===== src/design/la_pkg.sv =====
package la_pkg;

    // ==============================
    // Sizes and rates
    // ==============================
    localparam int SAMPLE_DIV = 25;              // Clocks per sample strobe
    localparam int NUM_CH     = 8;               // Probe channels
    localparam int DISP_BYTES = 38;              // Display bytes per channel
    localparam int DISP_BITS  = DISP_BYTES * 8;  // 304 display columns
    localparam int MEM_AW     = 11;              // 2 KiB on-chip buffer

    typedef logic [NUM_CH-1:0] sample_t;         // Bit c is channel c
    typedef logic [MEM_AW-1:0] mem_addr_t;

    localparam mem_addr_t RAW_BASE  = 11'd0;     // Raw capture region
    localparam mem_addr_t DISP_BASE = 11'd1536;  // Packed display region

    // ==============================
    // Host register map
    // ==============================
    localparam logic [3:0] REG_CTRL   = 4'd0;    // W: arm / regen / read
    localparam logic [3:0] REG_CHAN   = 4'd1;
    localparam logic [3:0] REG_BYTE   = 4'd2;
    localparam logic [3:0] REG_TRIG   = 4'd3;    // [2:0] channel, [3] falling
    localparam logic [3:0] REG_WINDOW = 4'd4;
    localparam logic [3:0] REG_DEBUG  = 4'd5;
    localparam logic [3:0] REG_STATUS = 4'd6;
    localparam logic [3:0] REG_DATA   = 4'd7;

    typedef struct packed {
        logic      en;
        logic      write;
        mem_addr_t addr;
        sample_t   wdata;
    } mem_req_t;

    typedef enum logic [2:0] {IDLE, CAPTURE, CAPTURED, REGEN, READY, READ} phase_t;

    typedef struct packed {
        logic [2:0] channel;
        logic       mode;                        // 0 rising, 1 falling
    } trig_cfg_t;

    typedef struct packed {
        trig_cfg_t  trig;
        logic [1:0] window;                      // Decimation is window + 1
        logic       debug_en;
        logic [2:0] channel;                     // Display readback channel
        logic [5:0] byte_addr;                   // Display readback byte
    } cfg_t;

    typedef struct packed {
        logic arm;
        logic regen;
        logic read;
    } cmd_t;

    typedef struct packed {
        logic busy;
        logic armed;
        logic captured;
        logic ready;
    } status_t;

    typedef struct packed {
        logic       sel;
        logic       write;
        logic [3:0] addr;
        logic [7:0] wdata;
    } bus_req_t;

    // Display byte address, base + ch * 38 + byte
    function automatic mem_addr_t disp_addr(input logic [2:0] ch, input logic [5:0] byte_off);
        return DISP_BASE + mem_addr_t'(ch) * mem_addr_t'(DISP_BYTES) + mem_addr_t'(byte_off);
    endfunction

endpackage


===== src/design/probe_front.sv =====
`timescale 1ns/100ps

module probe_front (
    input  logic            clk,
    input  logic            cmd_reset,
    input  la_pkg::sample_t probe,
    input  logic            debug_en,
    output la_pkg::sample_t sample,
    output logic            strobe
);

    logic [$clog2(la_pkg::SAMPLE_DIV)-1:0] div_cnt;
    la_pkg::sample_t sync1;
    la_pkg::sample_t sync2;
    logic [7:0]      dbg_cnt;                    // Steps once per sample
    la_pkg::sample_t dbg_pat;

    assign strobe = (div_cnt == ($clog2(la_pkg::SAMPLE_DIV))'(la_pkg::SAMPLE_DIV - 1));

    always_ff @(posedge clk) begin
        if (cmd_reset) begin
            div_cnt <= '0;
            dbg_cnt <= '0;
        end else begin
            div_cnt <= strobe ? '0 : div_cnt + 1'b1;
            if (strobe)
                dbg_cnt <= dbg_cnt + 1'b1;
        end
    end

    // Two-flop synchronizer, probes are asynchronous
    always_ff @(posedge clk) begin
        sync1 <= probe;
        sync2 <= sync1;
    end

    // Bit-reversed counter, channel 7 toggles fastest
    always_comb begin
        for (int c = 0; c < la_pkg::NUM_CH; c++)
            dbg_pat[c] = dbg_cnt[la_pkg::NUM_CH - 1 - c];
    end

    assign sample = debug_en ? dbg_pat : sync2;

endmodule


===== config.mk =====
export PLATFORM = sky130hd
export DESIGN_NAME = probe_front
export DESIGN_NICKNAME = d
export VERILOG_FILES = /design/src/design/la_pkg.sv /design/src/design/probe_front.sv
export SDC_FILE = /design/constraint.sdc
export NUM_CORES = 1
export LEC_CHECK = 0
export BUFFER_PORTS_ARGS = -buffer_cell sky130_fd_sc_hd__buf_2
export CAP_MARGIN = 20
export CORE_ASPECT_RATIO = 0.7
export CORE_MARGIN = 1
export CORE_UTILIZATION = 37
export CTS_BUF_LIST = sky130_fd_sc_hd__clkbuf_16
export DETAILED_ROUTE_END_ITERATION = 16
export PLACE_DENSITY = 0.58
export SYNTH_ARGS = -nofsm -noshare
export SYNTH_HDL_FRONTEND = slang
export SYNTH_SLANG_ARGS = --single-unit

===== constraint.sdc =====
create_clock -name clk -period 2.7 [get_ports clk]
set_input_delay 0.135 -clock clk [delete_from_list [all_inputs] [get_ports clk]]
set_output_delay 0.135 -clock clk [all_outputs]
set_load 0.05 [all_outputs]

==> results.ini <==
[run_status]
outcome = completed

[power_and_ir_drop]
finalPower_uw = 1000
p_comb_share_pct = 6.9
irDropWorstVdd_uv = 448
leakage_uw = 0.000599
clock_power_share_pct = 48.0
netSwitchingPower_uw = 203
swShare_pct = 20.2
p_int_uw = 801
power_density_nw_per_um2 = 744
power_frac_seq_pct = 45.1

[clock_tree]
cts-buffers-inserted = 5
cts_sinks = 29
ctsHoldBuffers = 8
cts_resized = 0
cts_setup_buffers = 0
cts_tree = built
clkLatencyLatePin_ns = 0.26
htreeDepth = 2
clk_pin_slew_worst_paths_ns = 0.04
cts_max_path_buffers = 2
root_buffer = clkbuf_16

[floorplanning]
coreArea_um2 = 2510
initial_utilization_pct = 40.2
dieArea_um2 = 2950
ios = 20
row_count = 15
fp.dieH_um = 45.7
die_x_um = 64.5

[setup_path]
path_max_fanout = 15
rr_endpoint = dbg_cnt[7]
end_kind = register
worstPathRequired_ns = 2.85
reg2reg_depth = 5
path_class = reg -> reg
reg2reg_setup_slack_ns = 0.99
start_kind = register
r2r_start = div_cnt[0]
crit_arrival_ns = 1.86

[job]
cap_viol_max_count = 0

[layout]
drive_gt1_share_pct = 27.6
final_common_cell = dfxtp_1
syn_to_final_growth_pct = 33.4
diodes = 0
nets = 137
final_cell_mix = dfxtp_1 (29), buf_2 (19), mux2_2 (9), inv_1 (8), dlygate4sd3_1 (8)

[global_routing]
grt_pass1_vias = 645
grt_overflow = 0
grt_pass1_wl_um = 2670
grt_max_degree = 16
grt_use_total_pct = 13.5
antenna_found_initial = 0

[routing]
vias = 730
drc = 0
drtPass1Iterations = 4
antenna_left = 0
drt-total-wl_um = 1650
wl_per_cell_um = 10.5
viasPerCell = 4.65
drt-initial-drc-count = 23

[hold_path]
hp-class = in -> reg
whs_endpoint = dbg_cnt[2]
hp-start = cmd_reset
min_path_cells = 2

[sta]
setup_viol = 0
rsz0062_at_grt = false
fin_crit_sh_pct = 63.3
slew_headroom_pct = 78.2
slew_viol_final = 0
fmax_mhz = 585
hold_viol = 0
period_minus_slack_ns = 1.71
tns_ns = 0
worst_pin_slew_ns = 0.324
clock-skew-final_ns = 0.00317

[place]
dp_hpwl_um = 1170
port_buffers = 19
gp_congestion = 0.750

[logic_synthesis]
yosysSeqAreaShare_pct = 57.4
synth_nets = 106
yosysUniqueCellTypes = 23
synth_warnings = 0
synth_area_um2 = 1010
syn_inst = 92
syn-mean-instance-area_um2 = 11.0
ys_seq_elements = 29

==> registers in the layout, indices dropped and copies added (netlist names) <==
register / cells
sync2: 8
sync1: 8
dbg_cnt: 8
div_cnt: 5
==> stage by stage <==
stage / worst slack, ns / area (um^2) / hold WS [ns] / instances / util [%]
global route: 0.866 / 1350 / 0.186 / 157 / 53.6
detailed placement: 0.979 / 1140 / 0.239 / 142 / 45.2
finish: 0.990 / 1350 / 0.174 / 157 / 53.6
floorplan: 1.27 / 1010 / 0.163 / 92 / -
CTS: 0.971 / 1350 / 0.168 / 157 / 53.6
global placement: 1.09 / 1140 / 0.238 / 142 / 45.2
==> metal layers <==
layer,part of all wire [%],up-vias,track usage (%)
met3,7.8,2,8.25
met2,43,21,19.6
met5,0,-,0
met1,49,334,15.3
met4,0.61,0,8.00
li1,-,373,-
==> layout make-up <==
| cell class | count | area [um^2] |
|---|---|---|
| Multi-Input combinational cell | 53 | 392 |
| Inverter | 7 | 26.3 |
| Sequential cell | 29 | 581 |
| Clock buffer | 5 | 125 |
| Tap cell | 34 | 42.5 |
| Timing Repair Buffer | 27 | 175 |
| Clock inverter | 2 | 7.51 |
| Fill cell | 230 | 1170 |
==> power groups by stage <==
| stage | logic (uW) | clock network, uW | registers, uW |
|---|---|---|---|
| after floorplan | 45.7 | 0 | 459 |
| after global placement | 59.9 | 0 | 460 |
| after detailed placement | 60.8 | 0 | 461 |
| after CTS | 69.8 | 505 | 452 |
| after global routing | 74.4 | 521 | 454 |
| final | 69.1 | 482 | 453 |
==> worst max-delay path by stage <==
stage	from	end
2_1_floorplan	div_cnt[0]	dbg_cnt[7]
3_3_place_gp	div_cnt[0]	dbg_cnt[7]
3_5_place_dp	div_cnt[0]	dbg_cnt[7]
4_1_cts	div_cnt[0]	dbg_cnt[7]
5_1_grt	div_cnt[0]	dbg_cnt[7]
6_report	div_cnt[0]	dbg_cnt[7]
==> critical path, cell delays in order, from the launching register on <==
cell and delay (ns):
dfxtp_1 0.33, inv_1 0.06, ha_1 0.21, nand4b_4 0.23, nor4_1 0.40, mux2_2 0.37
==> logic make-up (layout without fill, tap and decap cells) <==
group                      count (synthesis)  in the layout  synth area share (%)
DFF                                       29             29                  57.4
muxes                                     10             10                  11.0
xor gates and xnor gates                   3              3                  2.60
adders and majority gates                  3              3                  3.71
and+or+nand+nor                           24             24                  14.5
buffers and inverters                     10             41                  3.84
AOI/OAI and AO/OA                         13             13                  6.93
==> synth_stat cells <==
library cell / instances / area share (%)
ha_1: 3 / 3.7
nand3_1: 3 / 1.5
mux2_2: 9 / 10
and3b_1: 1 / 0.87
o21ai_0: 5 / 2.5
inv_1: 7 / 2.6
a21oi_1: 6 / 3.0
or3_1: 3 / 1.9
xor2_1: 2 / 1.7
nor4_1: 1 / 0.62
nor2_1: 7 / 2.6
o31ai_1: 2 / 1.5
nand2b_1: 1 / 0.62
buf_2: 1 / 0.49
xnor2_1: 1 / 0.87
nor2b_1: 2 / 1.2
clkbuf_1: 2 / 0.74
or4_1: 2 / 1.5
nand4_1: 1 / 0.62
dfxtp_1: 29 / 57
mux2i_1: 1 / 0.99
nand2_1: 2 / 0.74
nand4b_4: 1 / 2.4
Power figures use the tool's default switching activity.
