--- config.mk ---
export PLATFORM = sky130hd
export DESIGN_NAME = phase_ctrl
export DESIGN_NICKNAME = d
export VERILOG_FILES = /design/src/design/la_pkg.sv /design/src/design/phase_ctrl.sv
export SDC_FILE = /design/constraint.sdc
export NUM_CORES = 1
export LEC_CHECK = 0
export BUFFER_PORTS_ARGS = -buffer_cell sky130_fd_sc_hd__buf_2
export CAP_MARGIN = 10
export CORE_UTILIZATION = 40
export DETAILED_ROUTE_END_ITERATION = 8
export GPL_ROUTABILITY_DRIVEN = 0
export PLACE_DENSITY = 0.85
export SKIP_LAST_GASP = 1
export SLEW_MARGIN = 20
export SYNTH_ARGS = -nofsm -noshare
export SYNTH_HDL_FRONTEND = slang
export SYNTH_SLANG_ARGS = --single-unit
export TNS_END_PERCENT = 1
--- constraint.sdc ---
create_clock -name clk -period 7.55 [get_ports clk]
set_input_delay 1.51 -clock clk [delete_from_list [all_inputs] [get_ports clk]]
set_output_delay 1.51 -clock clk [all_outputs]
set_load 0.01 [all_outputs]
--- src/design/la_pkg.sv ---
package la_pkg;

    // ==============================
    // Sizes and rates
    // ==============================
    localparam int SAMPLE_DIV = 25;              // Clocks per sample strobe
    localparam int NUM_CH     = 8;               // Probe channels
    localparam int DISP_BYTES = 38;              // Display bytes per channel
    localparam int DISP_BITS  = DISP_BYTES * 8;  // 304 display columns
    localparam int MEM_AW     = 11;              // 2 KiB on-chip buffer

    typedef logic [NUM_CH-1:0] sample_t;         // Bit c is channel c
    typedef logic [MEM_AW-1:0] mem_addr_t;

    localparam mem_addr_t RAW_BASE  = 11'd0;     // Raw capture region
    localparam mem_addr_t DISP_BASE = 11'd1536;  // Packed display region

    // ==============================
    // Host register map
    // ==============================
    localparam logic [3:0] REG_CTRL   = 4'd0;    // W: arm / regen / read
    localparam logic [3:0] REG_CHAN   = 4'd1;
    localparam logic [3:0] REG_BYTE   = 4'd2;
    localparam logic [3:0] REG_TRIG   = 4'd3;    // [2:0] channel, [3] falling
    localparam logic [3:0] REG_WINDOW = 4'd4;
    localparam logic [3:0] REG_DEBUG  = 4'd5;
    localparam logic [3:0] REG_STATUS = 4'd6;
    localparam logic [3:0] REG_DATA   = 4'd7;

    typedef struct packed {
        logic      en;
        logic      write;
        mem_addr_t addr;
        sample_t   wdata;
    } mem_req_t;

    typedef enum logic [2:0] {IDLE, CAPTURE, CAPTURED, REGEN, READY, READ} phase_t;

    typedef struct packed {
        logic [2:0] channel;
        logic       mode;                        // 0 rising, 1 falling
    } trig_cfg_t;

    typedef struct packed {
        trig_cfg_t  trig;
        logic [1:0] window;                      // Decimation is window + 1
        logic       debug_en;
        logic [2:0] channel;                     // Display readback channel
        logic [5:0] byte_addr;                   // Display readback byte
    } cfg_t;

    typedef struct packed {
        logic arm;
        logic regen;
        logic read;
    } cmd_t;

    typedef struct packed {
        logic busy;
        logic armed;
        logic captured;
        logic ready;
    } status_t;

    typedef struct packed {
        logic       sel;
        logic       write;
        logic [3:0] addr;
        logic [7:0] wdata;
    } bus_req_t;

    // Display byte address, base + ch * 38 + byte
    function automatic mem_addr_t disp_addr(input logic [2:0] ch, input logic [5:0] byte_off);
        return DISP_BASE + mem_addr_t'(ch) * mem_addr_t'(DISP_BYTES) + mem_addr_t'(byte_off);
    endfunction

endpackage

--- src/design/phase_ctrl.sv ---
`timescale 1ns/100ps

module phase_ctrl (
    input  logic             clk,
    input  logic             cmd_reset,
    input  la_pkg::cmd_t     cmd,
    input  la_pkg::cfg_t     cfg,
    input  logic             captured,
    input  logic             armed,
    input  logic             regen_done,
    input  la_pkg::mem_req_t cap_req,
    input  la_pkg::mem_req_t regen_req,
    input  la_pkg::sample_t  mem_rdata,
    output la_pkg::mem_req_t mem_req,
    output logic             capture_arm,
    output logic             regen_start,
    output la_pkg::status_t  status,
    output la_pkg::sample_t  read_data
);

    la_pkg::phase_t   phase;
    la_pkg::mem_req_t rd_req;
    logic             acc_arm;
    logic             acc_regen;
    logic             acc_read;
    logic             rd_wait;                   // Display read in flight

    // Single place for command acceptance, arm wins over regen over read
    always_comb begin
        acc_arm   = cmd.arm && (phase == la_pkg::IDLE || phase == la_pkg::CAPTURED
                                || phase == la_pkg::READY);
        acc_regen = cmd.regen && !acc_arm
                    && (phase == la_pkg::CAPTURED || phase == la_pkg::READY);
        acc_read  = cmd.read && !acc_arm && !acc_regen && phase == la_pkg::READY;
    end

    assign capture_arm = acc_arm;
    assign regen_start = acc_regen;

    // ==============================
    // Phase FSM
    // ==============================
    always_ff @(posedge clk) begin
        if (cmd_reset) begin
            phase   <= la_pkg::IDLE;
            rd_wait <= 1'b0;
        end else begin
            rd_wait <= (phase == la_pkg::READ) && !rd_wait;
            case (phase)
                la_pkg::IDLE, la_pkg::CAPTURED, la_pkg::READY: begin
                    if (acc_arm)
                        phase <= la_pkg::CAPTURE;
                    else if (acc_regen)
                        phase <= la_pkg::REGEN;  // Re-zoom from READY too
                    else if (acc_read)
                        phase <= la_pkg::READ;
                end
                la_pkg::CAPTURE: if (captured)   phase <= la_pkg::CAPTURED;
                la_pkg::REGEN:   if (regen_done) phase <= la_pkg::READY;
                la_pkg::READ:    if (rd_wait)    phase <= la_pkg::READY;
                default:         phase <= la_pkg::IDLE;
            endcase
        end
    end

    // One display byte per read command
    always_comb begin
        rd_req      = '0;
        rd_req.en   = !rd_wait;
        rd_req.addr = la_pkg::disp_addr(cfg.channel, cfg.byte_addr);
    end

    always_ff @(posedge clk) begin
        if (phase == la_pkg::READ && rd_wait)
            read_data <= mem_rdata;
    end

    // Memory port owner follows the phase
    always_comb begin
        case (phase)
            la_pkg::CAPTURE: mem_req = cap_req;
            la_pkg::REGEN:   mem_req = regen_req;
            la_pkg::READ:    mem_req = rd_req;
            default:         mem_req = '0;
        endcase
    end

    always_comb begin
        status.busy     = (phase == la_pkg::CAPTURE) || (phase == la_pkg::REGEN)
                          || (phase == la_pkg::READ);
        status.armed    = armed;
        status.captured = captured;
        status.ready    = (phase == la_pkg::READY);
    end

endmodule

==> flow_metrics.tcl <==
set metrics [dict create \
    cp.required_ns 6.04 \
    die_x_microns 60.85 \
    finalSetupTns_ns 0 \
    ys_ff_latch 12 \
    synth_largest_area_cell "edfxtp_1" \
    cp_slowest_cell "ha_1" \
    drv_cap 0 \
    synth.most_common_cell "nor2_1" \
    dp_hpwl_microns 2976 \
    grt_pass1_wl_microns 5589 \
    period_needed_ns 5.410 \
    drtIter0Drc 10 \
    pre_cts_slack_ns 2.156 \
    slew_headroom_pct 39.33 \
    ff2ff_setup_slack_ns 5.63 \
    power.leakage_nw 0.9641 \
    cts_hold_buf 0 \
    clockBufferDepth 2 \
    clock_latency_ns 0.25 \
    skew_ns 0.0004064 \
    antenna_found_initial 0 \
    start_kind "primary input" \
    yosysTopAreaCellShare_pct 17.34 \
    grt_max_degree 35 \
    synth-async-reset-ratio_pct 0 \
    p_per_area_nw_per_um2 149.7 \
    root_buffer "clkbuf_4" \
    rr_endpoint "phase[1]" \
    critPathMaxFanout 6 \
    synth_seq_area_share_pct 23.13 \
    cpPeakStageDelay_ns 0.31 \
    firstDrtPassIters 6 \
    fin_ws_ns 2.140 \
    die-area_sq_um 3702 \
    cts_tree "yes" \
    yosysUniqueCellTypes 39 \
    path_clk_slew_ns 0.06 \
    swShare_pct 39.94 \
    hold_viol 0 \
    seqPwrFrac_pct 33.0 \
    drive_gt1_share_pct 45.31 \
    rsz0062_at_grt "false" \
    syn-cell-area_sq_um 1385 \
    whs_ns 0.4957 \
    initial_core_util_pct 41.51 \
    avgViaCountPerCell 5.052 \
    max-vdd-ir-drop_v 0.00005924 \
    yosys_warnings 0 \
    yosys-top-cells-count "26 x nor2_1, 23 x mux2i_1, 13 x a21oi_1, 13 x ha_1, 8 x edfxtp_1" \
    syn_area_per_cell_sq_um 8.994 \
    clockPowerShare_pct 12.4 \
    drv_slew 0 \
    num_rows 21 \
    end_kind "output pin" \
    crit_top_cell "ha_1" \
    hold_path.class "reg -> reg" \
    cts_max_level 1 \
    setup_violations 0 \
    grt-ovfl-total 0 \
    grt_pass1_vias 1389 \
    worstMarginPinSlew_ns 0.9101 \
    grt.total_usage_pct 19.97 \
    arrival_ns 3.90 \
    die_h_microns 60.85 \
    syn-num-nets 242 \
    status "completed" \
    r2r_cells 5 \
    yosys-top-cells-area "edfxtp_1 17%, mux2i_1 17%, ha_1 12%, nor2_1 7.0%, dfxtp_1 5.8%" \
    fmax_ghz 0.1849 \
    drc 0 \
    power.internal_uw 169.8 \
    place.port_buffers 99 \
    ios 109 \
    finalWirelength_microns 3597 \
    comb_power_share_pct 54.7 \
    crit_type "in -> out" \
    cts_num_sinks 12 \
    min_path_cells 1 \
    crit_chain "buf_2 -> inv_1 -> ha_1 -> inv_1 -> ha_1 -> ha_1 -> nor2_1 -> xnor2_1 -> ha_1 -> o21a_1 -> a21oi_1 -> nor2_1 -> xor2_1 -> o22ai_1 -> buf_2" \
    hold_path_startpoint "rd_wait" \
    holdPathEnd "rd_wait" \
    r2r-start "phase[1]" \
    nNetsFinal 335 \
    synthCells 154 \
    num_antenna_cells 0 \
    vias 1470 \
    synthFlopType "edfxtp_1" \
    fin_crit_sh_pct 71.65 \
    synth_edf_count 8 \
    postRouteAntennaNets 0 \
    cts_made_buffers 3 \
    power_switching_uw 112.9 \
    cts_setup_buffers 0 \
    post_drt_wl_per_cell_microns 12.36 \
    cts_resized 0 \
    syn_to_final_growth_pct 36.31 \
    coreArea_sq_um 3337 \
]
-- layout by cell type (no fill, tap or decap), types with 2 or more instances in the layout --
| master | synthesis | layout |
|---|---|---|
| nand2b_1 | 2 | 2 |
| nor3_1 | 2 | 2 |
| nand3_1 | 2 | 2 |
| ha_1 | 13 | 13 |
| xor2_1 | 6 | 6 |
| nand2_1 | 4 | 4 |
| dfxtp_1 | 4 | 3 |
| and3_1 | 2 | 2 |
| xnor2_1 | 2 | 2 |
| o22ai_1 | 7 | 7 |
| edfxtp_1 | 8 | 8 |
| a21o_1 | 4 | 4 |
| a211o_1 | 2 | 2 |
| buf_2 | 5 | 99 |
| nor2_1 | 26 | 26 |
| inv_1 | 3 | 3 |
| mux2i_1 | 23 | 23 |
| a21oi_1 | 13 | 13 |
| clkbuf_4 | 0 | 3 |
| o21a_1 | 2 | 2 |
| o21ai_1 | 2 | 2 |
-- worst max-delay path, delay by kind of cell --
kind	cells	cell delay (ns)
AO/OA/AOI/OAI	3	0.48
buffers and inverters	4	0.41
adder cells (fa/ha/maj)	4	0.98
AND/OR/NAND/NOR	2	0.21
XOR/XNOR	2	0.31
-- cell families (layout without fill, tap and decap cells) --
| group | after synthesis | count (layout) | share of synthesized area (%) |
|---|---|---|---|
| simple gates | 43 | 43 | 14.72 |
| compound gates | 39 | 39 | 20.05 |
| mux | 24 | 24 | 17.71 |
| fa+ha+maj | 14 | 14 | 13.19 |
| buf+inv | 14 | 105 | 6.142 |
| flops | 12 | 12 | 23.13 |
| xor+xnor | 8 | 8 | 5.059 |
-- how the worst max path moves through the flow --
| stage | start | to | slack [ns] |
|---|---|---|---|
| after floorplan | cfg[7] | mem_req[15] | 2.57 |
| after global placement | cfg[7] | mem_req[15] | 2.22 |
| after detailed placement | cfg[7] | mem_req[15] | 2.16 |
| after CTS | cfg[7] | mem_req[15] | 2.15 |
| after global routing | cfg[7] | mem_req[15] | 1.94 |
| final | cfg[7] | mem_req[15] | 2.14 |
-- area by class of cell --
cell class              count  area [sq um]
flip-flops and latches     12         321.6
well taps                  46         57.56
clock buffers               3         22.52
inverters                   3         11.26
repair buffers             99         495.5
fillers                   327          1449
multi-input cells         128         979.7
-- routing by layer --
| metal | share of wire [%] | global-route usage, % | up-vias |
|---|---|---|---|
| met4 | 2.4 | 10.06 | 0 |
| met2 | 53 | 38.93 | 62 |
| met5 | 0 | 0 | - |
| li1 | - | - | 737 |
| met1 | 37 | 20.28 | 659 |
| met3 | 7.2 | 3.198 | 12 |
-- metrics by stage --
step,power (mW),instance area [sq um],utilization [%],cells
CTS,0.2856,1888,56.58,291
global placement,0.2444,1866,55.91,288
global route,0.3056,1888,56.58,291
detailed placement,0.2487,1866,55.91,288
floorplan,0.2017,1385,-,154
finish,0.2827,1888,56.58,291
-- flip-flops by register name (all words and copies together), names as in the netlist --
signal,flops
phase,3
rd_wait,1
read_data,8
-- power groups by stage --
stage / clock network, mW / logic [mW] / registers, mW
6_report: 0.0349 / 0.155 / 0.0932
2_1_floorplan: 0 / 0.126 / 0.0754
3_3_place_gp: 0 / 0.150 / 0.0943
3_5_place_dp: 0 / 0.154 / 0.0944
5_1_grt: 0.0385 / 0.172 / 0.0952
4_1_cts: 0.0372 / 0.155 / 0.0932
Power figures use the tool's default switching activity.
