**src/design/la_pkg.sv**
```systemverilog
package la_pkg;

    // ==============================
    // Sizes and rates
    // ==============================
    localparam int SAMPLE_DIV = 25;              // Clocks per sample strobe
    localparam int NUM_CH     = 8;               // Probe channels
    localparam int DISP_BYTES = 38;              // Display bytes per channel
    localparam int DISP_BITS  = DISP_BYTES * 8;  // 304 display columns
    localparam int MEM_AW     = 11;              // 2 KiB on-chip buffer

    typedef logic [NUM_CH-1:0] sample_t;         // Bit c is channel c
    typedef logic [MEM_AW-1:0] mem_addr_t;

    localparam mem_addr_t RAW_BASE  = 11'd0;     // Raw capture region
    localparam mem_addr_t DISP_BASE = 11'd1536;  // Packed display region

    // ==============================
    // Host register map
    // ==============================
    localparam logic [3:0] REG_CTRL   = 4'd0;    // W: arm / regen / read
    localparam logic [3:0] REG_CHAN   = 4'd1;
    localparam logic [3:0] REG_BYTE   = 4'd2;
    localparam logic [3:0] REG_TRIG   = 4'd3;    // [2:0] channel, [3] falling
    localparam logic [3:0] REG_WINDOW = 4'd4;
    localparam logic [3:0] REG_DEBUG  = 4'd5;
    localparam logic [3:0] REG_STATUS = 4'd6;
    localparam logic [3:0] REG_DATA   = 4'd7;

    typedef struct packed {
        logic      en;
        logic      write;
        mem_addr_t addr;
        sample_t   wdata;
    } mem_req_t;

    typedef enum logic [2:0] {IDLE, CAPTURE, CAPTURED, REGEN, READY, READ} phase_t;

    typedef struct packed {
        logic [2:0] channel;
        logic       mode;                        // 0 rising, 1 falling
    } trig_cfg_t;

    typedef struct packed {
        trig_cfg_t  trig;
        logic [1:0] window;                      // Decimation is window + 1
        logic       debug_en;
        logic [2:0] channel;                     // Display readback channel
        logic [5:0] byte_addr;                   // Display readback byte
    } cfg_t;

    typedef struct packed {
        logic arm;
        logic regen;
        logic read;
    } cmd_t;

    typedef struct packed {
        logic busy;
        logic armed;
        logic captured;
        logic ready;
    } status_t;

    typedef struct packed {
        logic       sel;
        logic       write;
        logic [3:0] addr;
        logic [7:0] wdata;
    } bus_req_t;

    // Display byte address, base + ch * 38 + byte
    function automatic mem_addr_t disp_addr(input logic [2:0] ch, input logic [5:0] byte_off);
        return DISP_BASE + mem_addr_t'(ch) * mem_addr_t'(DISP_BYTES) + mem_addr_t'(byte_off);
    endfunction

endpackage

```
**src/design/capture_engine.sv**
```systemverilog
`timescale 1ns/100ps

module capture_engine (
    input  logic              clk,
    input  logic              cmd_reset,
    input  logic              arm,
    input  la_pkg::sample_t   sample,
    input  logic              strobe,
    input  la_pkg::trig_cfg_t trig,
    input  logic [1:0]        window,
    output logic              armed,
    output logic              captured,
    output la_pkg::mem_req_t  mem_req
);

    la_pkg::sample_t   prev;                     // Sample from last strobe
    la_pkg::mem_addr_t count;                    // Samples written so far
    la_pkg::mem_addr_t cap_len;
    logic              capturing;
    logic              edge_hit;
    logic              wr_en;

    // Length scales with decimation so regen always finds 304 columns
    assign cap_len = la_pkg::mem_addr_t'(la_pkg::DISP_BITS * (int'(window) + 1));

    always_comb begin
        if (trig.mode)
            edge_hit = prev[trig.channel] && !sample[trig.channel];   // Falling
        else
            edge_hit = !prev[trig.channel] && sample[trig.channel];   // Rising
    end

    // Trigger sample itself lands at RAW_BASE
    assign wr_en = strobe && ((armed && edge_hit) || capturing);

    always_ff @(posedge clk) begin
        if (strobe)
            prev <= sample;
    end

    // ==============================
    // Arm / trigger / fill
    // ==============================
    always_ff @(posedge clk) begin
        if (cmd_reset) begin
            armed     <= 1'b0;
            captured  <= 1'b0;
            capturing <= 1'b0;
            count     <= '0;
        end else if (arm) begin
            armed     <= 1'b1;
            captured  <= 1'b0;
            capturing <= 1'b0;
            count     <= '0;
        end else if (wr_en) begin
            armed     <= 1'b0;
            capturing <= 1'b1;
            count     <= count + 1'b1;
            if (count == cap_len - 1'b1) begin   // Last sample of the window
                capturing <= 1'b0;
                captured  <= 1'b1;
            end
        end
    end

    always_comb begin
        mem_req       = '0;
        mem_req.en    = wr_en;
        mem_req.write = 1'b1;
        mem_req.addr  = la_pkg::RAW_BASE + count;
        mem_req.wdata = sample;
    end

endmodule

```
**config.mk**
```make
export PLATFORM = sky130hd
export DESIGN_NAME = capture_engine
export DESIGN_NICKNAME = d
export VERILOG_FILES = /design/src/design/la_pkg.sv /design/src/design/capture_engine.sv
export SDC_FILE = /design/constraint.sdc
export NUM_CORES = 1
export LEC_CHECK = 0
export ABC_CLOCK_PERIOD_IN_PS = 5600
export BUFFER_PORTS_ARGS = -buffer_cell sky130_fd_sc_hd__buf_2
export CORE_ASPECT_RATIO = 1.25
export CORE_UTILIZATION = 30
export CTS_CLUSTER_SIZE = 12
export DETAILED_ROUTE_END_ITERATION = 16
export PLACE_DENSITY_LB_ADDON = 0.05
export SKIP_CTS_REPAIR_TIMING = 1
export SLEW_MARGIN = 20
export SYNTH_ARGS = -nofsm -noshare
export SYNTH_HDL_FRONTEND = slang
export SYNTH_SLANG_ARGS = --single-unit
export TNS_END_PERCENT = 10
```
**constraint.sdc**
```tcl
create_clock -name clk -period 5.6 [get_ports clk]
set_input_delay 0.28 -clock clk [delete_from_list [all_inputs] [get_ports clk]]
set_output_delay 0.28 -clock clk [all_outputs]
set_load 0.01 [all_outputs]
```
==> results of run 1 <==
## path summary, 6_finish.rpt
kind	start	cells past startpoint	end	slack, ps
worst min-delay path	sample[1]	1	prev[1]$_DFFE_PP_	210
worst min register to register	captured$_SDFFE_PP0P_	1	captured$_SDFFE_PP0P_	480
worst max-delay path	trig[1]	7	mem_req[20]	3140
worst max register to register	prev[3]$_DFFE_PP_	7	count[6]$_SDFFE_PP0P_	3430
## Yosys cell counts, types with 5 or more instances
cell      instances
a21oi_1           5
buf_4            10
dfxtp_1          14
edfxtp_1          8
ha_1              7
nand2_1          10
nor2_1           10
or3_1             5
xor2_1            5
## power breakdown
group | total [µW] | switching, µW | internal [µW] | leakage, µW
logic | 41.0 | 21.8 | 19.1 | 0.000434
registers | 173 | 1.70 | 171 | 0.000191
clock network | 112 | 49.5 | 62.6 | 0.0000288
## per-layer routing
metal  vias to the layer above  GRT usage
li1                        506          -
met1                       485      0.136
met2                        29      0.256
met3                         5     0.0206
met4                         0     0.0606
met5                         -          0
## metrics by stage
stage,cells,cell area (µm²),util
detailed placement,206,1450,0.354
CTS,210,1510,0.368
global route,210,1510,0.368
finish,210,1510,0.368
global placement,206,1450,0.354
floorplan,124,1280,-
## worst max-delay path: stages
cell and delay, ps:
buf_2 140, mux4_1 560, mux2_2 290, or3_4 380, and3_4 230, clkinv_1 150, buf_2 160
## flip-flops by register name, indices dropped and copies added, names as in the netlist
signal and count:
captured 1, capturing 1, armed 1, count 11, prev 8
## kinds of logic (layout without fill, tap and decap cells)
family | Yosys count | after routing
AO/OA/AOI/OAI | 19 | 19
XOR/XNOR | 9 | 9
adder cells (fa/ha/maj) | 7 | 7
buffers and inverters | 17 | 47
flip-flops | 22 | 22
multiplexers | 7 | 7
other | 1 | 1
AND/OR/NAND/NOR | 42 | 42
## cell type report
class,instances,share of cell area
inverters,4,0.00996
clock buffers,4,0.0365
flip-flops and latches,22,0.345
multi-input cells,85,0.432
repair buffers,39,0.129
well taps,56,0.0465
## layout by cell type (no fill, tap or decap), types with 3 or more instances in the layout
cell type,netlist,final
o21ai_0,4,4
ha_1,7,7
nand2_1,10,10
mux4_1,4,4
buf_2,0,39
xor2_1,5,5
inv_1,3,3
a21oi_1,5,5
edfxtp_1,8,8
nand4_1,4,4
dfxtp_1,14,14
nand3_1,4,4
clkbuf_8,0,4
nor2_1,10,10
xnor2_1,4,4
or3_1,5,5
==> flow_summary.json, run 1 <==
{
  "drtIter0Drc": 35,
  "slew_headroom": 0.660,
  "cts_max_level": 1,
  "cts_tree": "built",
  "ys.flop_type": "dfxtp_1",
  "row_count": 26,
  "clkTransAtPathRegs_ps": 80,
  "synth_adder_area_share": 0.0684,
  "routed.top_layer": "met4",
  "grt.total_usage": 0.133,
  "cap_viol_max_count": 0,
  "clk_latency_ps": 260,
  "skew_ps": 1.61,
  "ys_seq_area_frac": 0.406,
  "fin_nets": 180,
  "dr_wl_met2_um": 1490,
  "portBuffers": 39,
  "place_congestion": 0.740,
  "synth_top_area_frac": 0.219,
  "syn_to_final_growth_pct": 17.7,
  "layout-drive-gt1-share": 0.318,
  "synth_compound_area_frac": 0.0967,
  "start_kind": "primary input",
  "yosys.area_share.simple": 0.173,
  "grt_pass1_vias": 973,
  "whs_ps": 214,
  "ir_worst_vdd_v": 0.000121,
  "synth.distinct_cells": 36,
  "place_ws_ps": 3070,
  "synth-xor-area-share": 0.0615,
  "status": "complete, no violations",
  "timing.final.crit_share": 0.439,
  "p_per_area_nw_per_um2": 216,
  "grt_pass1_wl_um": 4310,
  "vias": 1025,
  "route.detailed.drc": 0,
  "hold_class": "in2reg",
  "avgSynthCellArea_um2": 10.3,
  "regArea_um2": 520,
  "dr.pass1.iters": 3,
  "yosys_warnings": 0,
  "post_synth_mux_area_share": 0.106,
  "setup_tns_ps": 0,
  "synth-edff-count": 8,
  "rsz0062_at_grt": "no",
  "ios": 41,
  "vias_per_cell": 4.88,
  "wire_per_inst_um": 13.1,
  "grt_max_degree": 14,
  "root_buffer": "clkbuf_8",
  "num-fill-cells": 439,
  "initial_core_util": 0.313,
  "worstPathMaxFanout": 13,
  "tightest_slew_ps": 508,
  "syn-num-nets": 149,
  "die-height_um": 75.1,
  "synth_top_family_by_area": "simple AND/OR/NAND/NOR gates",
  "antenna_cells": 0,
  "critPathCaptureType": "output port",
  "finalMaxSlewViolations": 0,
  "finalWorstSetupSlack_ps": 3140,
  "fmax_mhz": 407,
  "yosysTopAreaCell": "dfxtp_1",
  "cts.path.max_buffers": 2,
  "cts_buffers": 3,
  "antenna_left": 0,
  "critPathRequiredTime_ps": 5320,
  "multi_input_area_um2": 652,
  "ys_ff_latch": 22,
  "antenna_found_initial": 0,
  "synth.top_cells.by_area": "dfxtp_1 22%, edfxtp_1 19%, mux4_1 8.2%, ha_1 6.8%, buf_4 5.9%",
  "dieArea_um2": 4540,
  "syn_inst": 124,
  "die_w_um": 60.5,
  "hold_viol": 0,
  "p_leak_uw": 0.000654,
  "dp_hpwl_um": 2190,
  "synth_area_um2": 1280,
  "path_class": "in2out",
  "wl_met1_um": 1130,
  "core_um2": 4100,
  "met3_length_um": 86,
  "async_flop_share": 0,
  "routed_wl_um": 2760,
  "cts_sinks": 22,
  "cp.arrival_ps": 2180,
  "grt_overflow": 0,
  "p_total_uw": 326,
  "setup-violations-final": 0,
  "finalCriticalPeriod_ps": 2460
}
Power figures use the tool's default switching activity.
==> run 2: changes to the inputs <==
--- a/config.mk
+++ b/config.mk
@@ -5,7 +5,7 @@
 export SDC_FILE = /design/constraint.sdc
 export NUM_CORES = 1
 export LEC_CHECK = 0
-export ABC_CLOCK_PERIOD_IN_PS = 5600
+export ABC_CLOCK_PERIOD_IN_PS = 2150
 export BUFFER_PORTS_ARGS = -buffer_cell sky130_fd_sc_hd__buf_2
 export CORE_ASPECT_RATIO = 1.25
 export CORE_UTILIZATION = 30
==> constraint.sdc (replaced) <==
create_clock -name clk -period 2.15 [get_ports clk]
set_input_delay 0.1075 -clock clk [delete_from_list [all_inputs] [get_ports clk]]
set_output_delay 0.1075 -clock clk [all_outputs]
set_load 0.01 [all_outputs]
==> run 2 against run 1 <==
  * Global-route usage up 0.72 points
  * First-iteration DRC count down 29%
  * Clock-buffer cell count down 1
  * Routed wire length up 8.4%
  * Core utilization up 4.8 points
  * Total power rose to 3.0 times the previous value
  * Cell area up 13%
  * Via count up 7.3%
  * Hold slack worse by 170 ps
  * Die area unchanged
  * The run now ends with negative setup slack left
==> flow_summary.json, run 2 (same netlist as run 1, synthesis figures left out) <==
{
  "status": "finished, violations left",
  "worstPathMaxFanout": 5,
  "whs_ps": 45.8,
  "grt_pass1_wl_um": 4680,
  "r2r_setup_slack_ps": -60,
  "clk_latency_ps": 260,
  "skew_ps": 6.48,
  "dp_hpwl_um": 2360,
  "wire_per_inst_um": 12.9,
  "largest_register": "count",
  "setup-violations-final": 5,
  "timing.final.crit_share": 1.03,
  "ir_worst_vdd_v": 0.000259,
  "cts_tree": "built",
  "routed_wl_um": 2990,
  "cts_buffers": 3,
  "grt.total_usage": 0.140,
  "cts_max_level": 1,
  "cts_sinks": 22,
  "layout-drive-gt1-share": 0.440,
  "cap_viol_max_count": 0,
  "route.detailed.drc": 0,
  "initial_core_util": 0.313,
  "worst_path_most_repeated_cell": "buf_6",
  "largest_register_ffs": 11,
  "start_kind": "flop",
  "max_stage_delay_ps": 470,
  "crit_chain": "mux4_2 -> mux2i_1 -> buf_4 -> nand4_1 -> and3_4 -> clkinvlp_4 -> buf_6 -> buf_6",
  "critPathCaptureType": "output port",
  "clkTransAtPathRegs_ps": 90,
  "cts.path.max_buffers": 2,
  "finalMaxSlewViolations": 0,
  "die-height_um": 75.1,
  "place_congestion": 0.777,
  "critPathRequiredTime_ps": 2040,
  "grt_overflow": 0,
  "hold_viol": 0,
  "failed_checks": "negative setup slack",
  "rsz0062_at_grt": "yes",
  "syn_to_final_growth_pct": 32.9,
  "path_class": "reg2out",
  "finalWorstSetupSlack_ps": -64.6,
  "row_count": 26,
  "p_leak_uw": 0.000756,
  "drtIter0Drc": 25,
  "antenna_found_initial": 0,
  "p_per_area_nw_per_um2": 573,
  "final_common_cell": "buf_2",
  "die_w_um": 60.5,
  "cp.arrival_ps": 2110,
  "p_total_uw": 976,
  "finalCriticalPeriod_ps": 2210,
  "dieArea_um2": 4540,
  "reg_top3": "count: 11 flops, prev: 8 flops",
  "grt_max_degree": 14,
  "path_delay_family": "multiplexers",
  "core_um2": 4100,
  "dr.pass1.iters": 3,
  "portBuffers": 39,
  "layout_common_cells": "38 x buf_2, 19 x buf_4, 14 x dfxtp_1, 10 x nand2_1, 10 x nor2_1",
  "hold_class": "in2reg",
  "fmax_mhz": 452,
  "vias": 1100,
  "vias_per_cell": 4.76,
  "antenna_left": 0,
  "slowest_stage": "mux4_2",
  "root_buffer": "clkbuf_8",
  "antenna_cells": 0,
  "cp.buffers_inverters": 4,
  "ios": 41,
  "fin_nets": 201,
  "grt_pass1_vias": 1074
}
run 2: layout make-up:
type | count | area, µm²
clock buffers | 3 | 41.3
clock inverters | 1 | 30.0
fillers | 436 | 2400
inverters | 4 | 18.8
multi-input cells | 86 | 667
flip-flops and latches | 22 | 520
well taps | 56 | 70.1
repair buffers | 59 | 355
run 2: worst paths after layout:
path	cells after the start	to	start
min	1	prev[4]$_DFFE_PP_	sample[4]
max reg2reg	8	count[9]$_SDFFE_PP0P_	prev[6]$_DFFE_PP_
min reg2reg	1	captured$_SDFFE_PP0P_	captured$_SDFFE_PP0P_
max	8	mem_req[20]	prev[6]$_DFFE_PP_
run 2: routing by layer:
layer / up-vias / track usage / wire, µm
li1: 546 / - / -
met1: 522 / 0.138 / 1140
met2: 28 / 0.286 / 1720
met3: 4 / 0.0223 / 92
met4: 0 / 0.0455 / 38
met5: - / 0 / 0
run 2: power breakdown:
part           total [µW]  internal, µW  switching (µW)
registers             452           446            5.27
logic                 137          74.1            63.2
clock network         388           249             139
total                 976           769             207
run 2: per-stage QoR:
step	worst slack (ps)	area (µm²)	util	setup TNS (ps)	cells
after global routing	-213	1700	0.415	-1650	231
after detailed placement	-149	1570	0.382	-665	221
after global placement	-114	1570	0.382	-426	221
final	-64.6	1700	0.415	-188	231
after floorplan	38.0	1280	-	0	124
after CTS	-183	1640	0.399	-183	225
