## config.mk

```make
export PLATFORM = sky130hd
export DESIGN_NAME = bus_regs
export DESIGN_NICKNAME = d
export VERILOG_FILES = /design/src/design/la_pkg.sv /design/src/design/bus_regs.sv
export SDC_FILE = /design/constraint.sdc
export NUM_CORES = 1
export LEC_CHECK = 0
export BUFFER_PORTS_ARGS = -buffer_cell sky130_fd_sc_hd__buf_2
export CAP_MARGIN = 10
export CORE_ASPECT_RATIO = 1.4
export CORE_MARGIN = 4
export CORE_UTILIZATION = 40
export DETAILED_ROUTE_END_ITERATION = 8
export PLACE_DENSITY = 0.77
export SYNTH_ARGS = -nofsm -noshare
export SYNTH_HDL_FRONTEND = slang
export SYNTH_SLANG_ARGS = --single-unit
```

## constraint.sdc

```tcl
create_clock -name clk -period 1.26 [get_ports clk]
set_clock_uncertainty 0.1 [all_clocks]
set_input_delay 0.189 -clock clk [delete_from_list [all_inputs] [get_ports clk]]
set_output_delay 0.189 -clock clk [all_outputs]
set_load 0.02 [all_outputs]
```

## src/design/la_pkg.sv

```systemverilog
package la_pkg;

    // ==============================
    // Sizes and rates
    // ==============================
    localparam int SAMPLE_DIV = 25;              // Clocks per sample strobe
    localparam int NUM_CH     = 8;               // Probe channels
    localparam int DISP_BYTES = 38;              // Display bytes per channel
    localparam int DISP_BITS  = DISP_BYTES * 8;  // 304 display columns
    localparam int MEM_AW     = 11;              // 2 KiB on-chip buffer

    typedef logic [NUM_CH-1:0] sample_t;         // Bit c is channel c
    typedef logic [MEM_AW-1:0] mem_addr_t;

    localparam mem_addr_t RAW_BASE  = 11'd0;     // Raw capture region
    localparam mem_addr_t DISP_BASE = 11'd1536;  // Packed display region

    // ==============================
    // Host register map
    // ==============================
    localparam logic [3:0] REG_CTRL   = 4'd0;    // W: arm / regen / read
    localparam logic [3:0] REG_CHAN   = 4'd1;
    localparam logic [3:0] REG_BYTE   = 4'd2;
    localparam logic [3:0] REG_TRIG   = 4'd3;    // [2:0] channel, [3] falling
    localparam logic [3:0] REG_WINDOW = 4'd4;
    localparam logic [3:0] REG_DEBUG  = 4'd5;
    localparam logic [3:0] REG_STATUS = 4'd6;
    localparam logic [3:0] REG_DATA   = 4'd7;

    typedef struct packed {
        logic      en;
        logic      write;
        mem_addr_t addr;
        sample_t   wdata;
    } mem_req_t;

    typedef enum logic [2:0] {IDLE, CAPTURE, CAPTURED, REGEN, READY, READ} phase_t;

    typedef struct packed {
        logic [2:0] channel;
        logic       mode;                        // 0 rising, 1 falling
    } trig_cfg_t;

    typedef struct packed {
        trig_cfg_t  trig;
        logic [1:0] window;                      // Decimation is window + 1
        logic       debug_en;
        logic [2:0] channel;                     // Display readback channel
        logic [5:0] byte_addr;                   // Display readback byte
    } cfg_t;

    typedef struct packed {
        logic arm;
        logic regen;
        logic read;
    } cmd_t;

    typedef struct packed {
        logic busy;
        logic armed;
        logic captured;
        logic ready;
    } status_t;

    typedef struct packed {
        logic       sel;
        logic       write;
        logic [3:0] addr;
        logic [7:0] wdata;
    } bus_req_t;

    // Display byte address, base + ch * 38 + byte
    function automatic mem_addr_t disp_addr(input logic [2:0] ch, input logic [5:0] byte_off);
        return DISP_BASE + mem_addr_t'(ch) * mem_addr_t'(DISP_BYTES) + mem_addr_t'(byte_off);
    endfunction

endpackage

```

## src/design/bus_regs.sv

```systemverilog
`timescale 1ns/100ps

module bus_regs (
    input  logic              clk,
    input  logic              cmd_reset,
    input  la_pkg::bus_req_t  bus,
    output logic [7:0]        rdata,
    output la_pkg::cfg_t      cfg,
    output la_pkg::cmd_t      cmd,
    input  la_pkg::status_t   status,
    input  la_pkg::sample_t   read_data
);

    logic       wr;
    logic       rd;
    logic [7:0] rd_mux;

    assign wr = bus.sel && bus.write;
    assign rd = bus.sel && !bus.write;

    always_comb begin
        case (bus.addr)
            la_pkg::REG_CHAN:   rd_mux = {5'd0, cfg.channel};
            la_pkg::REG_BYTE:   rd_mux = {2'd0, cfg.byte_addr};
            la_pkg::REG_TRIG:   rd_mux = {4'd0, cfg.trig.mode, cfg.trig.channel};
            la_pkg::REG_WINDOW: rd_mux = {6'd0, cfg.window};
            la_pkg::REG_DEBUG:  rd_mux = {7'd0, cfg.debug_en};
            la_pkg::REG_STATUS: rd_mux = {4'd0, status.ready, status.captured,
                                          status.armed, status.busy};
            la_pkg::REG_DATA:   rd_mux = read_data;
            default:            rd_mux = 8'd0;   // CTRL is write-only
        endcase
    end

    always_ff @(posedge clk) begin
        if (cmd_reset) begin
            cfg   <= '0;
            cmd   <= '0;
            rdata <= '0;
        end else begin
            cmd <= '0;                           // Commands last one cycle
            if (wr) begin
                case (bus.addr)
                    la_pkg::REG_CTRL:   cmd <= '{arm: bus.wdata[0], regen: bus.wdata[1],
                                                 read: bus.wdata[2]};
                    la_pkg::REG_CHAN:   cfg.channel   <= bus.wdata[2:0];
                    la_pkg::REG_BYTE:   cfg.byte_addr <= bus.wdata[5:0];
                    la_pkg::REG_TRIG:   cfg.trig      <= '{channel: bus.wdata[2:0],
                                                           mode: bus.wdata[3]};
                    la_pkg::REG_WINDOW: cfg.window    <= bus.wdata[1:0];
                    la_pkg::REG_DEBUG:  cfg.debug_en  <= bus.wdata[0];
                    default: ;
                endcase
            end
            if (rd)
                rdata <= rd_mux;                 // Held until next read
        end
    end

endmodule

```

==> results.json, run 1 <==
{
  "grt_use_met3_pct": 1.887,
  "drive_gt1_share_pct": 43.14,
  "gr-total-overflow": 0,
  "hp-class": "input pin to register",
  "vias": 1281,
  "met2_usage_pct": 30.66,
  "final_common_cell": "buf_2",
  "insertion_delay_ns": 0.27,
  "io_pins": 55,
  "post-cts-setup-buffer-count": 0,
  "async_flop_share_pct": 0,
  "grt_pass1_wl_microns": 5575,
  "seq_area_frac_synth_pct": 41.98,
  "ys_warn_count": 0,
  "max_slew.worst_pin.slew_ns": 0.4308,
  "power_density_mw_per_mm2": 895.8,
  "start_util_pct": 41.63,
  "slew_headroom_pct": 70.88,
  "p_leak_nw": 0.8938,
  "finalSetupTns_ns": 0,
  "wire_per_inst_microns": 15.15,
  "antenna_found_initial": 0,
  "grt-busiest-layer": "met2",
  "first_pass_iters": 4,
  "max-cap-violations": 0,
  "grt_pass1_vias": 1174,
  "critPathMaxFanout": 3,
  "num-nets-final": 233,
  "worstSetupEndpointType": "register",
  "met1_usage_pct": 20.84,
  "path_clk_slew_ns": 0.09,
  "irDropWorstVdd_mv": 0.4812,
  "cts_hold_buffers": 0,
  "cp.arrival_ns": 1.31,
  "dr.first_iter.drc_count": 52,
  "maxSlewViolCount": 0,
  "fill_cells": 295,
  "fin_crit_sh_pct": 98.72,
  "area_growth_syn_to_layout_pct": 38.39,
  "ys_ff_latch": 27,
  "die_w_microns": 55.95,
  "finalCriticalPeriod_ns": 1.244,
  "syn-cell-area_sq_mm": 0.001287,
  "io_buffers": 52,
  "synth_ff_type": "dfxtp_1",
  "dp_hpwl_microns": 2703,
  "die_area_sq_mm": 0.004203,
  "h-tree-depth": 1,
  "worstSetupPathType": "register to register",
  "die_h_microns": 75.13,
  "multi_input_area_sq_um": 705.7,
  "max-clock-path-buffers": 2,
  "diodes": 0,
  "dpl_cell_area_sq_mm": 0.001695,
  "synth_cell_type_count": 35,
  "clock.fmax_ghz": 0.8039,
  "layout_common_cells": "49 x buf_2, 26 x dfxtp_1, 24 x nor2_1, 22 x buf_4, 17 x mux2i_1",
  "cts_root_buf": "clkbuf_8",
  "rsz0062_at_grt": "yes",
  "crit_required_ns": 1.33,
  "setup-violations-final": 0,
  "fin_area_sq_mm": 0.001782,
  "ant_nets": 0,
  "viasPerCell": 5.272,
  "synth_edf_count": 0,
  "grt_max_degree": 18,
  "numCtsBuffers": 3,
  "clock-sinks": 27,
  "fin_hold_ws_ns": 0.04594,
  "gp_congestion": 0.8920,
  "timing.final.hold_violations": 0,
  "drc": 0,
  "critPathLaunchType": "register",
  "core_area_sq_mm": 0.003093,
  "register_area_sq_um": 541.8,
  "syn_avg_cell_area_sq_um": 9.398,
  "cts_tree": "built",
  "synth_nets": 165,
  "drt_wl_total_microns": 3682,
  "grt_usage_pct": 17.17,
  "core.rowCount": 24,
  "outcome": "finished clean",
  "syn_inst": 137
}
## cell usage after synthesis (3+ instances only)
library cell	n	area, sq um
buf_2	4	20.02
nor2_1	24	90.09
a22o_1	3	26.28
a22oi_1	3	22.52
clkbuf_1	3	11.26
nand2b_1	3	18.77
mux2_2	3	33.78
dfxtp_1	27	540.5
nor3_1	4	20.02
nand2_1	5	18.77
mux2i_1	17	170.2
nand3b_1	4	30.03
and3_1	3	18.77
and2_1	5	31.28
a21oi_1	6	30.03
## repair_timing
action / 4_1_cts / 5_1_grt
endpoints found under the setup margin: 6 / 14
cloned: 0 / 0
pin swaps: 0 / 4
gates resized for setup: 3 / 11
endpoints found under the hold margin: 0 / 0
## power by group
part	total, mW	internal, mW	switching [mW]
Combinational	0.234	0.117	0.117
Sequential	0.862	0.858	0.00369
Clock	0.500	0.227	0.273
Total	1.60	1.20	0.394
## cell type report
type,instances,share of cell area (%)
Clock buffer,4,2.528
Inverter,1,0.2107
Multi-Input combinational cell,99,39.61
Sequential cell,27,30.41
Tap cell,39,2.739
Timing Repair Buffer,73,24.51
## metrics by stage
stage	total power, mW	instances	util, %	worst slack [ns]
global route	1.657	243	57.61	-0.03648
CTS	1.594	243	56.59	0.009266
floorplan	0.9917	137	-	-0.1099
finish	1.596	243	57.61	0.01608
detailed placement	1.100	239	54.81	-0.2712
global placement	1.098	239	54.81	-0.2163
## worst max-delay path, cell delays in order (launching register included)
cell     delay (ns)
dfxtp_1        0.34
mux4_2         0.48
a22oi_2        0.18
nor2_1         0.05
## sequential cells by signal, indices dropped and copies added, names as in the netlist
register / cells
cmd: 3
cfg: 16
rdata: 8
## routing by layer
metal	vias up	routed length [microns]
met1	611	1499
met4	0	50
met5	-	0
li1	622	-
met3	4	168
met2	44	1964
## cell families (layout without fill, tap and decap cells)
family / after synthesis / after routing / synth area share, %
flops: 27 / 27 / 41.98
simple gates: 58 / 58 / 24.78
mux: 21 / 21 / 17.59
buf+inv: 11 / 78 / 4.858
compound gates: 20 / 20 / 10.79
## worst paths after layout
kind            start        to  slack [ns]  depth (start not counted)
max reg2reg    cfg[3]  rdata[3]        0.02                          3
min reg2reg  rdata[7]  rdata[7]        0.35                          2
max            cfg[3]  rdata[3]        0.02                          3
min            bus[4]    cfg[4]        0.05                          3
Power figures use the tool's default switching activity.
==> run 2: changes to the inputs <==
CORE_UTILIZATION = 42   (was 40)
PLACE_DENSITY = 0.8   (was 0.77)
==> results.json, run 2 (synthesis results as in run 1) <==
{
  "p_switching_mw": 0.3818,
  "start_util_pct": 44.30,
  "max_slew.worst_pin.slew_ns": 0.3065,
  "critPathMaxFanout": 2,
  "drt_wl_total_microns": 3567,
  "die_h_microns": 73.51,
  "p_clk_share_pct": 31.2,
  "die_area_sq_mm": 0.004028,
  "intPower_mw": 1.187,
  "place_ws_ns": -0.2469,
  "worstSetupPathType": "register to register",
  "setup_slack_ns": 0.02159,
  "gp_congestion": 0.9062,
  "core_area_sq_mm": 0.002907,
  "clock.fmax_ghz": 0.8075,
  "min_from": "bus[4]",
  "met1_usage_pct": 23.14,
  "core.rowCount": 23,
  "setup-violations-final": 0,
  "slowest_stage": "dfxtp_2",
  "fin_crit_sh_pct": 98.29,
  "grt_pass1_vias": 1225,
  "slew_headroom_pct": 79.43,
  "ant_nets": 0,
  "num-nets-final": 230,
  "reg2reg_from": "cfg[13]",
  "cts_tree": "built",
  "final_common_cell": "buf_2",
  "irDropWorstVdd_mv": 0.6128,
  "crit_path_max_incr_delay_ns": 0.33,
  "swShare_pct": 24.34,
  "grt_pass1_wl_microns": 5582,
  "diodes": 0,
  "max-cap-violations": 0,
  "timing.final.hold_violations": 0,
  "numCtsBuffers": 3,
  "drc": 0,
  "maxSlewViolCount": 0,
  "grt_max_degree": 19,
  "hp-class": "input pin to register",
  "first_pass_iters": 4,
  "seqPwrFrac_pct": 54.9,
  "grt_use_met3_pct": 3.043,
  "path_cells": "mux2_2 > a22o_1 > a21oi_2 > a211oi_2",
  "fill_cells": 274,
  "p_comb_share_pct": 13.9,
  "cp.arrival_ns": 1.29,
  "insertion_delay_ns": 0.27,
  "io_pins": 55,
  "worstSetupEndpointType": "register",
  "power_density_mw_per_mm2": 897.0,
  "rsz0062_at_grt": "yes",
  "h-tree-depth": 1,
  "finalCriticalPeriod_ns": 1.238,
  "critPathBufInv": 0,
  "cp_top_family": "compound AO/OA/AOI/OAI gates",
  "clock-sinks": 27,
  "crit_required_ns": 1.32,
  "gr-total-overflow": 0,
  "outcome": "finished clean",
  "regMostFlops": "cfg",
  "viasPerCell": 5.252,
  "largest_register_ffs": 16,
  "cts_hold_buffers": 0,
  "die_w_microns": 54.80,
  "finalSetupTns_ns": 0,
  "startpoint": "cfg[13]",
  "fin_hold_ws_ns": 0.05070,
  "grt_usage_pct": 18.83,
  "dp_hpwl_microns": 2720,
  "max-clock-path-buffers": 2,
  "power.total_mw": 1.569,
  "grt-busiest-layer": "met2",
  "cts_root_buf": "clkbuf_8",
  "vias": 1250,
  "area_growth_syn_to_layout_pct": 35.86,
  "dpl_cell_area_sq_mm": 0.001670,
  "io_buffers": 52,
  "reg_top3": "cfg: 16 flops, rdata: 8 flops, cmd: 3 flops",
  "fin_area_sq_mm": 0.001749,
  "wire_per_inst_microns": 14.99,
  "critPathLaunchType": "register",
  "dr.first_iter.drc_count": 44,
  "drive_gt1_share_pct": 43.28,
  "layout_common_cells": "52 x buf_2, 26 x dfxtp_1, 24 x nor2_1, 18 x buf_4, 17 x mux2i_1",
  "p_leak_nw": 0.8765,
  "path_clk_slew_ns": 0.09,
  "antenna_found_initial": 0,
  "met2_usage_pct": 31.84
}
run 2: changes by cell type in the layout (fill, tap and decap cells not counted):
cell | before | now
a211oi_2 | 0 | 1
buf_8 | 1 | 0
nor4b_2 | 0 | 1
buf_2 | 49 | 52
buf_4 | 22 | 18
buf_6 | 1 | 0
nor4b_1 | 1 | 0
a211oi_1 | 1 | 0
run 2: area by class of cell:
class                      instances  area [sq um]  share of cell area, %
inverter                           1         3.754                 0.2146
clock buffer                       4         45.04                  2.575
timing repair buffer              70         395.4                  22.60
sequential                        27         541.8                  30.97
multi-input combinational         99         716.9                  40.99
tap                               37         46.29                  2.647
run 2: worst paths after layout:
path / endpoint / slack, ns / cells after the start
setup / recovery: rdata[0] / 0.02 / 4
hold / removal: cfg[4] / 0.05 / 3
setup reg to reg: rdata[0] / 0.02 / 4
hold reg to reg: rdata[7] / 0.35 / 2
run 2: worst reg2reg max path, cell delays in order (launching register included):
cell      delay (ns)
dfxtp_2         0.33
mux2_2          0.25
a22o_1          0.21
a21oi_2         0.16
a211oi_2        0.07
run 2: power groups by stage:
stage / clock network (mW) / registers, mW / logic, mW
after global placement: 0 / 0.882 / 0.204
after global routing: 0.530 / 0.863 / 0.237
after detailed placement: 0 / 0.882 / 0.206
after CTS: 0.497 / 0.862 / 0.208
after floorplan: 0 / 0.889 / 0.103
final: 0.489 / 0.862 / 0.218
run 2: repair_timing:
item	CTS	global route
gates resized for setup	0	8
endpoints found under the hold margin	0	0
setup endpoints to repair	0	12
buffers inserted	0	0
run 2: per-layer routing:
metal	routed length, microns	vias up
met5	0	-
met1	1466	597
met2	1904	36
li1	-	615
met3	169	2
met4	27	0
run 2: per-stage QoR:
step | util, % | std cells
3_3_place_gp | 57.47 | 234
6_report | 60.18 | 238
3_5_place_dp | 57.47 | 234
4_1_cts | 59.02 | 238
5_1_grt | 60.18 | 238
2_1_floorplan | - | 137
